**src/source/ws2812_pkg.sv**
```systemverilog
// WS2812 driver shared types.
// Pixel memory word layout, colour and entry structs, the host write
// port and the bit request sent from the frame sequencer to the encoder.

package ws2812_pkg;

    // Width of a pixel memory address and of the chain link.
    localparam int addr_w = 6;

    // ~~~~~~~~~~~~~~~~~~~~~~~~~~~~~~~~~~~~~~~~~~~~~~~~~~~~~~~~~~~~
    // Pixel data
    // ~~~~~~~~~~~~~~~~~~~~~~~~~~~~~~~~~~~~~~~~~~~~~~~~~~~~~~~~~~~~

    // One colour, sent g first and each byte MSB first.
    typedef struct packed {
        logic [7:0] g;
        logic [7:0] r;
        logic [7:0] b;
    } grb_t;

    // A stored entry. A next_addr of 0 ends the chain.
    typedef struct packed {
        logic [1:0]        spare;
        logic [addr_w-1:0] next_addr;
        grb_t              color;
    } pixel_entry_t;

    // Written through the byte lanes, read back as an entry.
    typedef union packed {
        pixel_entry_t    entry;
        logic [3:0][7:0] lanes;
    } pixel_word_u;

    // ~~~~~~~~~~~~~~~~~~~~~~~~~~~~~~~~~~~~~~~~~~~~~~~~~~~~~~~~~~~~
    // Control
    // ~~~~~~~~~~~~~~~~~~~~~~~~~~~~~~~~~~~~~~~~~~~~~~~~~~~~~~~~~~~~

    // Host write. The data byte goes to every lane selected by byte_en.
    typedef struct packed {
        logic              en;
        logic [addr_w-1:0] addr;
        logic [3:0]        byte_en;
        logic [7:0]        data;
    } pixel_wr_t;

    typedef struct packed {
        logic strobe;
        logic value;
    } bit_req_t;

endpackage
```
**src/source/ws2812_top.sv**
```systemverilog
// WS2812 LED chain driver top level.
// Connects the pixel memory, the frame sequencer and the bit encoder,
// and sets the bit and latch timing in clock cycles.

module ws2812_top #(
    parameter int T0H_CYCLES   = 20,
    parameter int T1H_CYCLES   = 40,
    parameter int BIT_CYCLES   = 63,
    parameter int RESET_CYCLES = 2600
) (
    input  logic                  clk_in,
    input  logic                  rst_n_in,
    input  ws2812_pkg::pixel_wr_t wr,
    input  logic                  frame_start,
    output logic                  led_out,
    output logic                  busy
);

    logic                          rd_en;
    logic [ws2812_pkg::addr_w-1:0] rd_addr;
    ws2812_pkg::pixel_entry_t      rd_entry;
    ws2812_pkg::bit_req_t          bit_req;
    logic                          bit_done;

    pixel_ram i_pixel_ram (
        .clk_in   (clk_in),
        .rst_n_in (rst_n_in),
        .wr       (wr),
        .rd_en    (rd_en),
        .rd_addr  (rd_addr),
        .rd_entry (rd_entry)
    );

    frame_sequencer #(
        .RESET_CYCLES (RESET_CYCLES)
    ) i_frame_sequencer (
        .clk_in      (clk_in),
        .rst_n_in    (rst_n_in),
        .frame_start (frame_start),
        .rd_en       (rd_en),
        .rd_addr     (rd_addr),
        .rd_entry    (rd_entry),
        .bit_req     (bit_req),
        .bit_done    (bit_done),
        .busy        (busy)
    );

    bit_encoder #(
        .T0H_CYCLES (T0H_CYCLES),
        .T1H_CYCLES (T1H_CYCLES),
        .BIT_CYCLES (BIT_CYCLES)
    ) i_bit_encoder (
        .clk_in   (clk_in),
        .rst_n_in (rst_n_in),
        .bit_req  (bit_req),
        .led_out  (led_out),
        .bit_done (bit_done)
    );

endmodule

```
**src/source/frame_sequencer.sv**
```systemverilog
// Frame sequencer.
// Walks the linked pixel chain from address 0, feeds the colour bits to
// the encoder one at a time and holds the line low for the latch gap.

module frame_sequencer #(
    parameter int RESET_CYCLES = 2600
) (
    input  logic                          clk_in,
    input  logic                          rst_n_in,
    input  logic                          frame_start,
    output logic                          rd_en,
    output logic [ws2812_pkg::addr_w-1:0] rd_addr,
    input  ws2812_pkg::pixel_entry_t      rd_entry,
    output ws2812_pkg::bit_req_t          bit_req,
    input  logic                          bit_done,
    output logic                          busy
);

    localparam int RST_CNT_W = $clog2(RESET_CYCLES + 1);

    localparam logic [RST_CNT_W-1:0] LATCH_LAST = RST_CNT_W'(RESET_CYCLES - 1);

    localparam logic [1:0] ST_IDLE  = 2'd0;
    localparam logic [1:0] ST_FETCH = 2'd1;
    localparam logic [1:0] ST_SEND  = 2'd2;
    localparam logic [1:0] ST_LATCH = 2'd3;

    logic [1:0]                    state;
    logic                          rd_valid;
    logic [4:0]                    bit_cnt;
    logic [RST_CNT_W-1:0]          latch_cnt;
    logic [23:0]                   shift_reg;
    logic [ws2812_pkg::addr_w-1:0] link;
    logic                          last_bit;
    logic                          load_pixel;

    assign last_bit = bit_done && (bit_cnt == 5'd23);

    // A pixel is loaded from rd_entry either after the first read of the
    // frame or, at the end of a pixel, from the prefetched entry.
    assign load_pixel = ((state == ST_FETCH) && rd_valid) ||
                        ((state == ST_SEND) && last_bit && (link != '0));

    // ~~~~~~~~~~~~~~~~~~~~~~~~~~~~~~~~~~~~~~~~~~~~~~~~~~~~~~~~~~~~
    // Pixel shift register and chain link
    // ~~~~~~~~~~~~~~~~~~~~~~~~~~~~~~~~~~~~~~~~~~~~~~~~~~~~~~~~~~~~

    always_ff @(posedge clk_in) begin
        if (load_pixel) begin
            shift_reg <= rd_entry.color;
            link      <= rd_entry.next_addr;
        end else if ((state == ST_SEND) && bit_done) begin
            shift_reg <= {shift_reg[22:0], 1'b0};
        end
    end

    // ~~~~~~~~~~~~~~~~~~~~~~~~~~~~~~~~~~~~~~~~~~~~~~~~~~~~~~~~~~~~
    // Control FSM
    // ~~~~~~~~~~~~~~~~~~~~~~~~~~~~~~~~~~~~~~~~~~~~~~~~~~~~~~~~~~~~

    always_ff @(posedge clk_in or negedge rst_n_in) begin
        if (!rst_n_in) begin
            state     <= ST_IDLE;
            busy      <= 1'b0;
            rd_en     <= 1'b0;
            rd_addr   <= '0;
            rd_valid  <= 1'b0;
            bit_cnt   <= '0;
            latch_cnt <= '0;
            bit_req   <= '0;
        end else begin
            rd_en          <= 1'b0;
            rd_valid       <= rd_en;
            bit_req.strobe <= 1'b0;

            // First bit of a new pixel, and the prefetch of its successor
            // so the next entry is ready before the 24th bit is done.
            if (load_pixel) begin
                bit_cnt        <= '0;
                bit_req.strobe <= 1'b1;
                bit_req.value  <= rd_entry.color.g[7];
                if (rd_entry.next_addr != '0) begin
                    rd_en   <= 1'b1;
                    rd_addr <= rd_entry.next_addr;
                end
            end

            case (state)
                ST_IDLE: begin
                    if (frame_start) begin
                        state   <= ST_FETCH;
                        busy    <= 1'b1;
                        rd_en   <= 1'b1;
                        rd_addr <= '0;
                    end
                end
                ST_FETCH: begin
                    if (rd_valid) begin
                        state <= ST_SEND;
                    end
                end
                ST_SEND: begin
                    if (bit_done) begin
                        if (!last_bit) begin
                            bit_cnt        <= bit_cnt + 1'b1;
                            bit_req.strobe <= 1'b1;
                            bit_req.value  <= shift_reg[22];
                        end else if (link == '0) begin
                            state     <= ST_LATCH;
                            latch_cnt <= '0;
                        end
                    end
                end
                ST_LATCH: begin
                    // busy drops in the cycle after the last low cycle.
                    if (latch_cnt == LATCH_LAST) begin
                        state <= ST_IDLE;
                        busy  <= 1'b0;
                    end else begin
                        latch_cnt <= latch_cnt + 1'b1;
                    end
                end
                default: begin
                    state <= ST_IDLE;
                    busy  <= 1'b0;
                end
            endcase
        end
    end

endmodule

```
**src/source/bit_encoder.sv**
```systemverilog
// WS2812 bit encoder.
// Turns one requested bit into a high pulse of T0H or T1H cycles and a
// low tail, over a period of BIT_CYCLES, then pulses bit_done.

module bit_encoder #(
    parameter int T0H_CYCLES = 20,
    parameter int T1H_CYCLES = 40,
    parameter int BIT_CYCLES = 63
) (
    input  logic                 clk_in,
    input  logic                 rst_n_in,
    input  ws2812_pkg::bit_req_t bit_req,
    output logic                 led_out,
    output logic                 bit_done
);

    localparam int CNT_W = $clog2(BIT_CYCLES + 1);

    localparam logic [CNT_W-1:0] LAST_CNT = CNT_W'(BIT_CYCLES - 1);
    localparam logic [CNT_W-1:0] T0H_CNT  = CNT_W'(T0H_CYCLES);
    localparam logic [CNT_W-1:0] T1H_CNT  = CNT_W'(T1H_CYCLES);

    logic             active;
    logic             bit_value;
    logic [CNT_W-1:0] cnt;
    logic [CNT_W-1:0] cnt_next;
    logic [CNT_W-1:0] high_cycles;

    assign cnt_next    = cnt + 1'b1;
    assign high_cycles = bit_value ? T1H_CNT : T0H_CNT;

    // The requested bit is latched at each strobe and selects the high time.
    always_ff @(posedge clk_in) begin
        if (bit_req.strobe) begin
            bit_value <= bit_req.value;
        end
    end

    // ~~~~~~~~~~~~~~~~~~~~~~~~~~~~~~~~~~~~~~~~~~~~~~~~~~~~~~~~~~~~
    // Period counter and line driver
    // ~~~~~~~~~~~~~~~~~~~~~~~~~~~~~~~~~~~~~~~~~~~~~~~~~~~~~~~~~~~~

    // cnt holds the index of the current cycle within the period, so
    // the outputs are set one cycle ahead from cnt_next.
    always_ff @(posedge clk_in or negedge rst_n_in) begin
        if (!rst_n_in) begin
            active   <= 1'b0;
            cnt      <= '0;
            led_out  <= 1'b0;
            bit_done <= 1'b0;
        end else if (bit_req.strobe) begin
            // Every bit starts high, whatever its value.
            active   <= 1'b1;
            cnt      <= '0;
            led_out  <= 1'b1;
            bit_done <= 1'b0;
        end else if (active) begin
            if (cnt == LAST_CNT) begin
                active   <= 1'b0;
                cnt      <= '0;
                led_out  <= 1'b0;
                bit_done <= 1'b0;
            end else begin
                cnt      <= cnt_next;
                led_out  <= (cnt_next < high_cycles);
                bit_done <= (cnt_next == LAST_CNT);
            end
        end else begin
            led_out  <= 1'b0;
            bit_done <= 1'b0;
        end
    end

endmodule

```
**src/source/pixel_ram.sv**
```systemverilog
// Pixel memory.
// 64 words with byte lane writes from the host and a registered
// read port used by the frame sequencer.

module pixel_ram (
    input  logic                              clk_in,
    input  logic                              rst_n_in,
    input  ws2812_pkg::pixel_wr_t             wr,
    input  logic                              rd_en,
    input  logic [ws2812_pkg::addr_w-1:0]     rd_addr,
    output ws2812_pkg::pixel_entry_t          rd_entry
);

    localparam int DEPTH = 2 ** ws2812_pkg::addr_w;

    ws2812_pkg::pixel_word_u mem [DEPTH];

    // ~~~~~~~~~~~~~~~~~~~~~~~~~~~~~~~~~~~~~~~~~~~~~~~~~~~~~~~~~~~~
    // Write port
    // ~~~~~~~~~~~~~~~~~~~~~~~~~~~~~~~~~~~~~~~~~~~~~~~~~~~~~~~~~~~~

    // Each enabled lane takes the same data byte.
    always_ff @(posedge clk_in) begin
        if (wr.en) begin
            for (int lane = 0; lane < 4; lane++) begin
                if (wr.byte_en[lane]) begin
                    mem[wr.addr].lanes[lane] <= wr.data;
                end
            end
        end
    end

    // ~~~~~~~~~~~~~~~~~~~~~~~~~~~~~~~~~~~~~~~~~~~~~~~~~~~~~~~~~~~~
    // Read port
    // ~~~~~~~~~~~~~~~~~~~~~~~~~~~~~~~~~~~~~~~~~~~~~~~~~~~~~~~~~~~~

    // The entry appears one clock after rd_en and holds until the next
    // read, which lets the sequencer use it as its prefetch buffer.
    always_ff @(posedge clk_in or negedge rst_n_in) begin
        if (!rst_n_in) begin
            rd_entry <= '0;
        end else if (rd_en) begin
            rd_entry <= mem[rd_addr].entry;
        end
    end

endmodule

```
**config.mk**
```make
export PLATFORM = sky130hd
export DESIGN_NAME = ws2812_top
export DESIGN_NICKNAME = d
export VERILOG_FILES = /design/src/source/ws2812_pkg.sv /design/src/source/ws2812_top.sv /design/src/source/frame_sequencer.sv /design/src/source/bit_encoder.sv /design/src/source/pixel_ram.sv
export SDC_FILE = /design/constraint.sdc
export NUM_CORES = 2
export LEC_CHECK = 0
export ABC_AREA = 1
export BUFFER_PORTS_ARGS = -buffer_cell sky130_fd_sc_hd__buf_2
export CAP_MARGIN = 20
export CORE_MARGIN = 10
export CORE_UTILIZATION = 50
export CTS_CLUSTER_DIAMETER = 100
export CTS_CLUSTER_SIZE = 30
export DETAILED_ROUTE_END_ITERATION = 8
export PLACE_DENSITY = 0.65
export SLEW_MARGIN = 0
export SYNTH_ARGS = -nofsm -noshare
export SYNTH_HDL_FRONTEND = slang
export SYNTH_SLANG_ARGS = --single-unit
```
**constraint.sdc**
```tcl
create_clock -name clk_in -period 2.8 [get_ports clk_in]
set_input_delay 0.14 -clock clk_in [delete_from_list [all_inputs] [get_ports clk_in]]
set_output_delay 0.14 -clock clk_in [all_outputs]
set_load 0.02 [all_outputs]
```
==> summary.md <==
| Metric | Value |
|---|---|
| DP Area | `between 80,000 and 90,000 µm²` |
| Endpoints failing setup | `0` |
| Number of global-route vias before repair | `51,600` |
| Syn_nets | `7,179` |
| Yosys cell types | `33` |
| Main combinational cell family by area after synthesis | `simple AND/OR/NAND/NOR gates` |
| Setup skew after layout | `0.0690 ns` |
| Largest net degree at the start of global routing | `about 150` |
| DRT Wirelength | `about 230 mm` |
| Ports | `24` |
| Final #Nets | `7,199` |
| TritonCTS Buffers | `just under 80` |
| H-tree levels | `3` |
| Die W | `approximately 430 µm` |
| Tmin final | `2.69 ns` |
| Setup CP Type | `reg -> reg` |
| Slew @ Worst Pin | `about 0.93 ns` |
| Adder-Cell Fraction of Synth Area | `0.00197` |
| Prevailing post-synth register cell | `edfxtp_1` |
| Max reg flops | `1,920` |
| Power Density | `546 nW/µm²` |
| Clock-pin slew on the worst setup and hold paths | `0.12 ns` |
| Post-route ant nets | `0` |
| Hold Worst Slack | `0.0557 ns` |
| Required time of the critical path | `3.49 ns` |
| GRT Total Usage | `0.243` |
| Vias per cell | `5.82` |
| Row count | `149` |
| Post-synth EDFFs | `about 2,000` |
| CTS max path bufs | `3` |
| Avg Inst Size Synth | `~12 µm²` |
| P&R area growth vs syn | `8.20%` |
| Drt pass-1 iters | `7` |
| Maxcap violations | `0` |
| Critical Path Sink Type | `register` |
| Layout cell share with drive strength beyond 1 | `0.0691` |
| Setup crit start kind | `register` |
| Port Buffers | `23` |
| Drt drc | `0` |
| Final Instance Area | `89,500 µm²` |
| Lkg Pwr | `31.6 nW` |
| Die Ht | `427 µm` |
| Flops & latches, synth | `2,019` |
| First-pass GRT wire length | `about 340 mm` |
| Core footprint | `~160,000 µm²` |
| Cell taking the most area after synthesis | `edfxtp_1` |
| Achievable Freq | `0.372 GHz` |
| Syn Inst Count | `7,144` |
| CTS tree | `yes` |
| CTS root buf | `clkbuf_16` |
| XOR/XNOR Fraction of Synth Area | `0.00148` |
| Setup bufs post-CTS | `0` |
| Status | `finished, final reports clean` |
| Post-Syn Area | `82,700 µm²` |
| Synth area leaders | `edfxtp_1, nand2_1, nand3_1, dfrtp_1, buf_2` |
| Complex-gate fraction of the synthesized area | `0.00266` |
| Max FO, Critical Path | `144` |
| Via count | `roughly 55,000` |
| Placed cell count | `slightly above 9,000` |
| CTS sink cnt | `2,019` |
| DP HPWL | `138 mm` |
| Final Hold Fails | `0` |
| Routability cong. | `0.886` |
| RSZ-0062 raised after global routing | `false` |
| Die area | `182,000 µm²` |
| Synth Warn # | `0` |
| Mux cell area share after synthesis | `0` |
| Final slew viol count | `0` |
| Seq/Total Area, Yosys | `0.729` |
| Worst skew pair latency | `0.76 ns` |
| Rel. slew slack | `0.379` |
| Initial core utilization | `0.502` |
| Post-Synth Simple-Gate Area | `0.234` |
| Worst EP arrival | `~3.4 ns` |
| Initial antenna violation count | `8` |
| Layout Cells excl Fill | `9,412` |
| Synth top area share | `0.708` |
| Mean routed wirelength per cell | `roughly 24 µm` |
| DR iter-0 viols | `7,768` |
| Total gr overflow | `0` |
| Fin crit share | `0.959` |
| Max VDD drop | `542 µV` |
| Worst Hold Class | `in -> async` |
| Post-synth ARST share | `0.0342` |
| Setup_tns | `0 ns` |
## critical path, stage by stage (launching register included)
cell and delay [ns]:
dfrtp_4 0.56, inv_16 0.18, buf_16 0.46, nand2_1 0.10
nand3_1 0.09, nand3_1 0.16, nand3_1 0.17, nand2_1 0.12
nand2_1 0.11, nand3_1 0.23, nand2_1 0.16, nand2_1 0.06
nand2_1 0.08
## synthesized netlist by cell type (2+ instances only)
cell type and n:
inv_1 43, o21ai_0 20, nand3_1 1755, xor2_1 13
nand2_2 2, dfrtp_1 69, nor3_1 24, clkbuf_1 97
a21oi_1 5, buf_1 26, edfxtp_1 1950, o31ai_1 2
nand4_1 3, nor2_1 289, nand2_1 2478, clkinv_1 2
inv_2 3, ha_1 13, buf_6 25, buf_2 273
o21ai_1 2, a211oi_1 3, buf_4 33, o22ai_1 5
## final timing paths
check                                                start                            to  slack, ns  depth (start not counted)
setup / recovery              i_frame_sequencer.rd_addr[0]       i_pixel_ram.rd_entry[7]       0.11                         12
hold / removal                                    rst_n_in      i_pixel_ram.rd_entry[25]       0.06                          2
setup reg to reg              i_frame_sequencer.rd_addr[0]       i_pixel_ram.rd_entry[7]       0.11                         12
hold reg to reg            i_frame_sequencer.shift_reg[22]  i_frame_sequencer.bit_req[0]       0.46                          2
max in group asynchronous                         rst_n_in      i_pixel_ram.rd_entry[21]       1.95                          3
min in group clk_in                                 wr[14]       i_pixel_ram.mem[42][29]       0.17                          5
## placed cells by master (no fill, tap or decap), types with 3 or more instances in the layout
master         instances
nand2_1             2474
edfxtp_1            1950
nand3_1             1755
nor2_1               289
buf_4                287
clkbuf_16             81
buf_12                73
dfrtp_1               64
clkbuf_1              45
inv_1                 42
o21ai_0               20
nor3_1                16
buf_2                 15
xor2_1                13
ha_1                  13
dlygate4sd3_1         10
nor3_2                 8
diode_2                6
buf_8                  6
o22ai_1                5
a21oi_1                5
nand2_4                4
dfrtp_4                4
inv_8                  3
a211oi_1               3
nand4_1                3
## layer usage
metal,up-vias,track usage,part of all wire
met5,-,0,0.000058
met1,26700,0.358,0.41
met2,2783,0.374,0.46
met4,2,0.0739,0.034
met3,340,0.0368,0.095
li1,24900,-,-
## where the power goes
part	total, mW	internal (mW)	switching [mW]
Combinational	1.01	0.173	0.834
Sequential	33.2	33.2	0.0261
Clock	14.6	5.58	9.03
Total	48.8	38.9	9.89
## kinds of logic after synthesis
family                   Yosys count
AND/OR/NAND/NOR                 4555
adder cells (fa/ha/maj)           13
buffers and inverters            504
flip-flops                      2019
XOR/XNOR                          14
AO/OA/AOI/OAI                     39
## layout make-up
class / instances / area, µm²
inverters: 49 / 218
flip-flops and latches: 2019 / 60300
diodes: 6 / 15.0
fillers: 13600 / 75200
repair buffers: 395 / 3960
multi-input cells: 4621 / 19900
clock inverters: 6 / 98.8
clock buffers: 127 / 2210
well taps: 2189 / 2740
## metrics by stage
stage	power, mW	util	setup WS, ns
2_1_floorplan	34.0	-	0.633
3_3_place_gp	34.8	0.529	-0.0144
3_5_place_dp	34.9	0.529	0.0327
4_1_cts	48.9	0.543	0.00924
5_1_grt	50.0	0.543	0.0195
6_report	48.8	0.543	0.114
## what timing repair did
item,in CTS,in global routing
hold endpoints to repair,473,0
hold buffers,10,0
endpoints found under the setup margin,1,3
gates resized for setup,0,2
No activity file was read; power rests on OpenSTA's default activity.
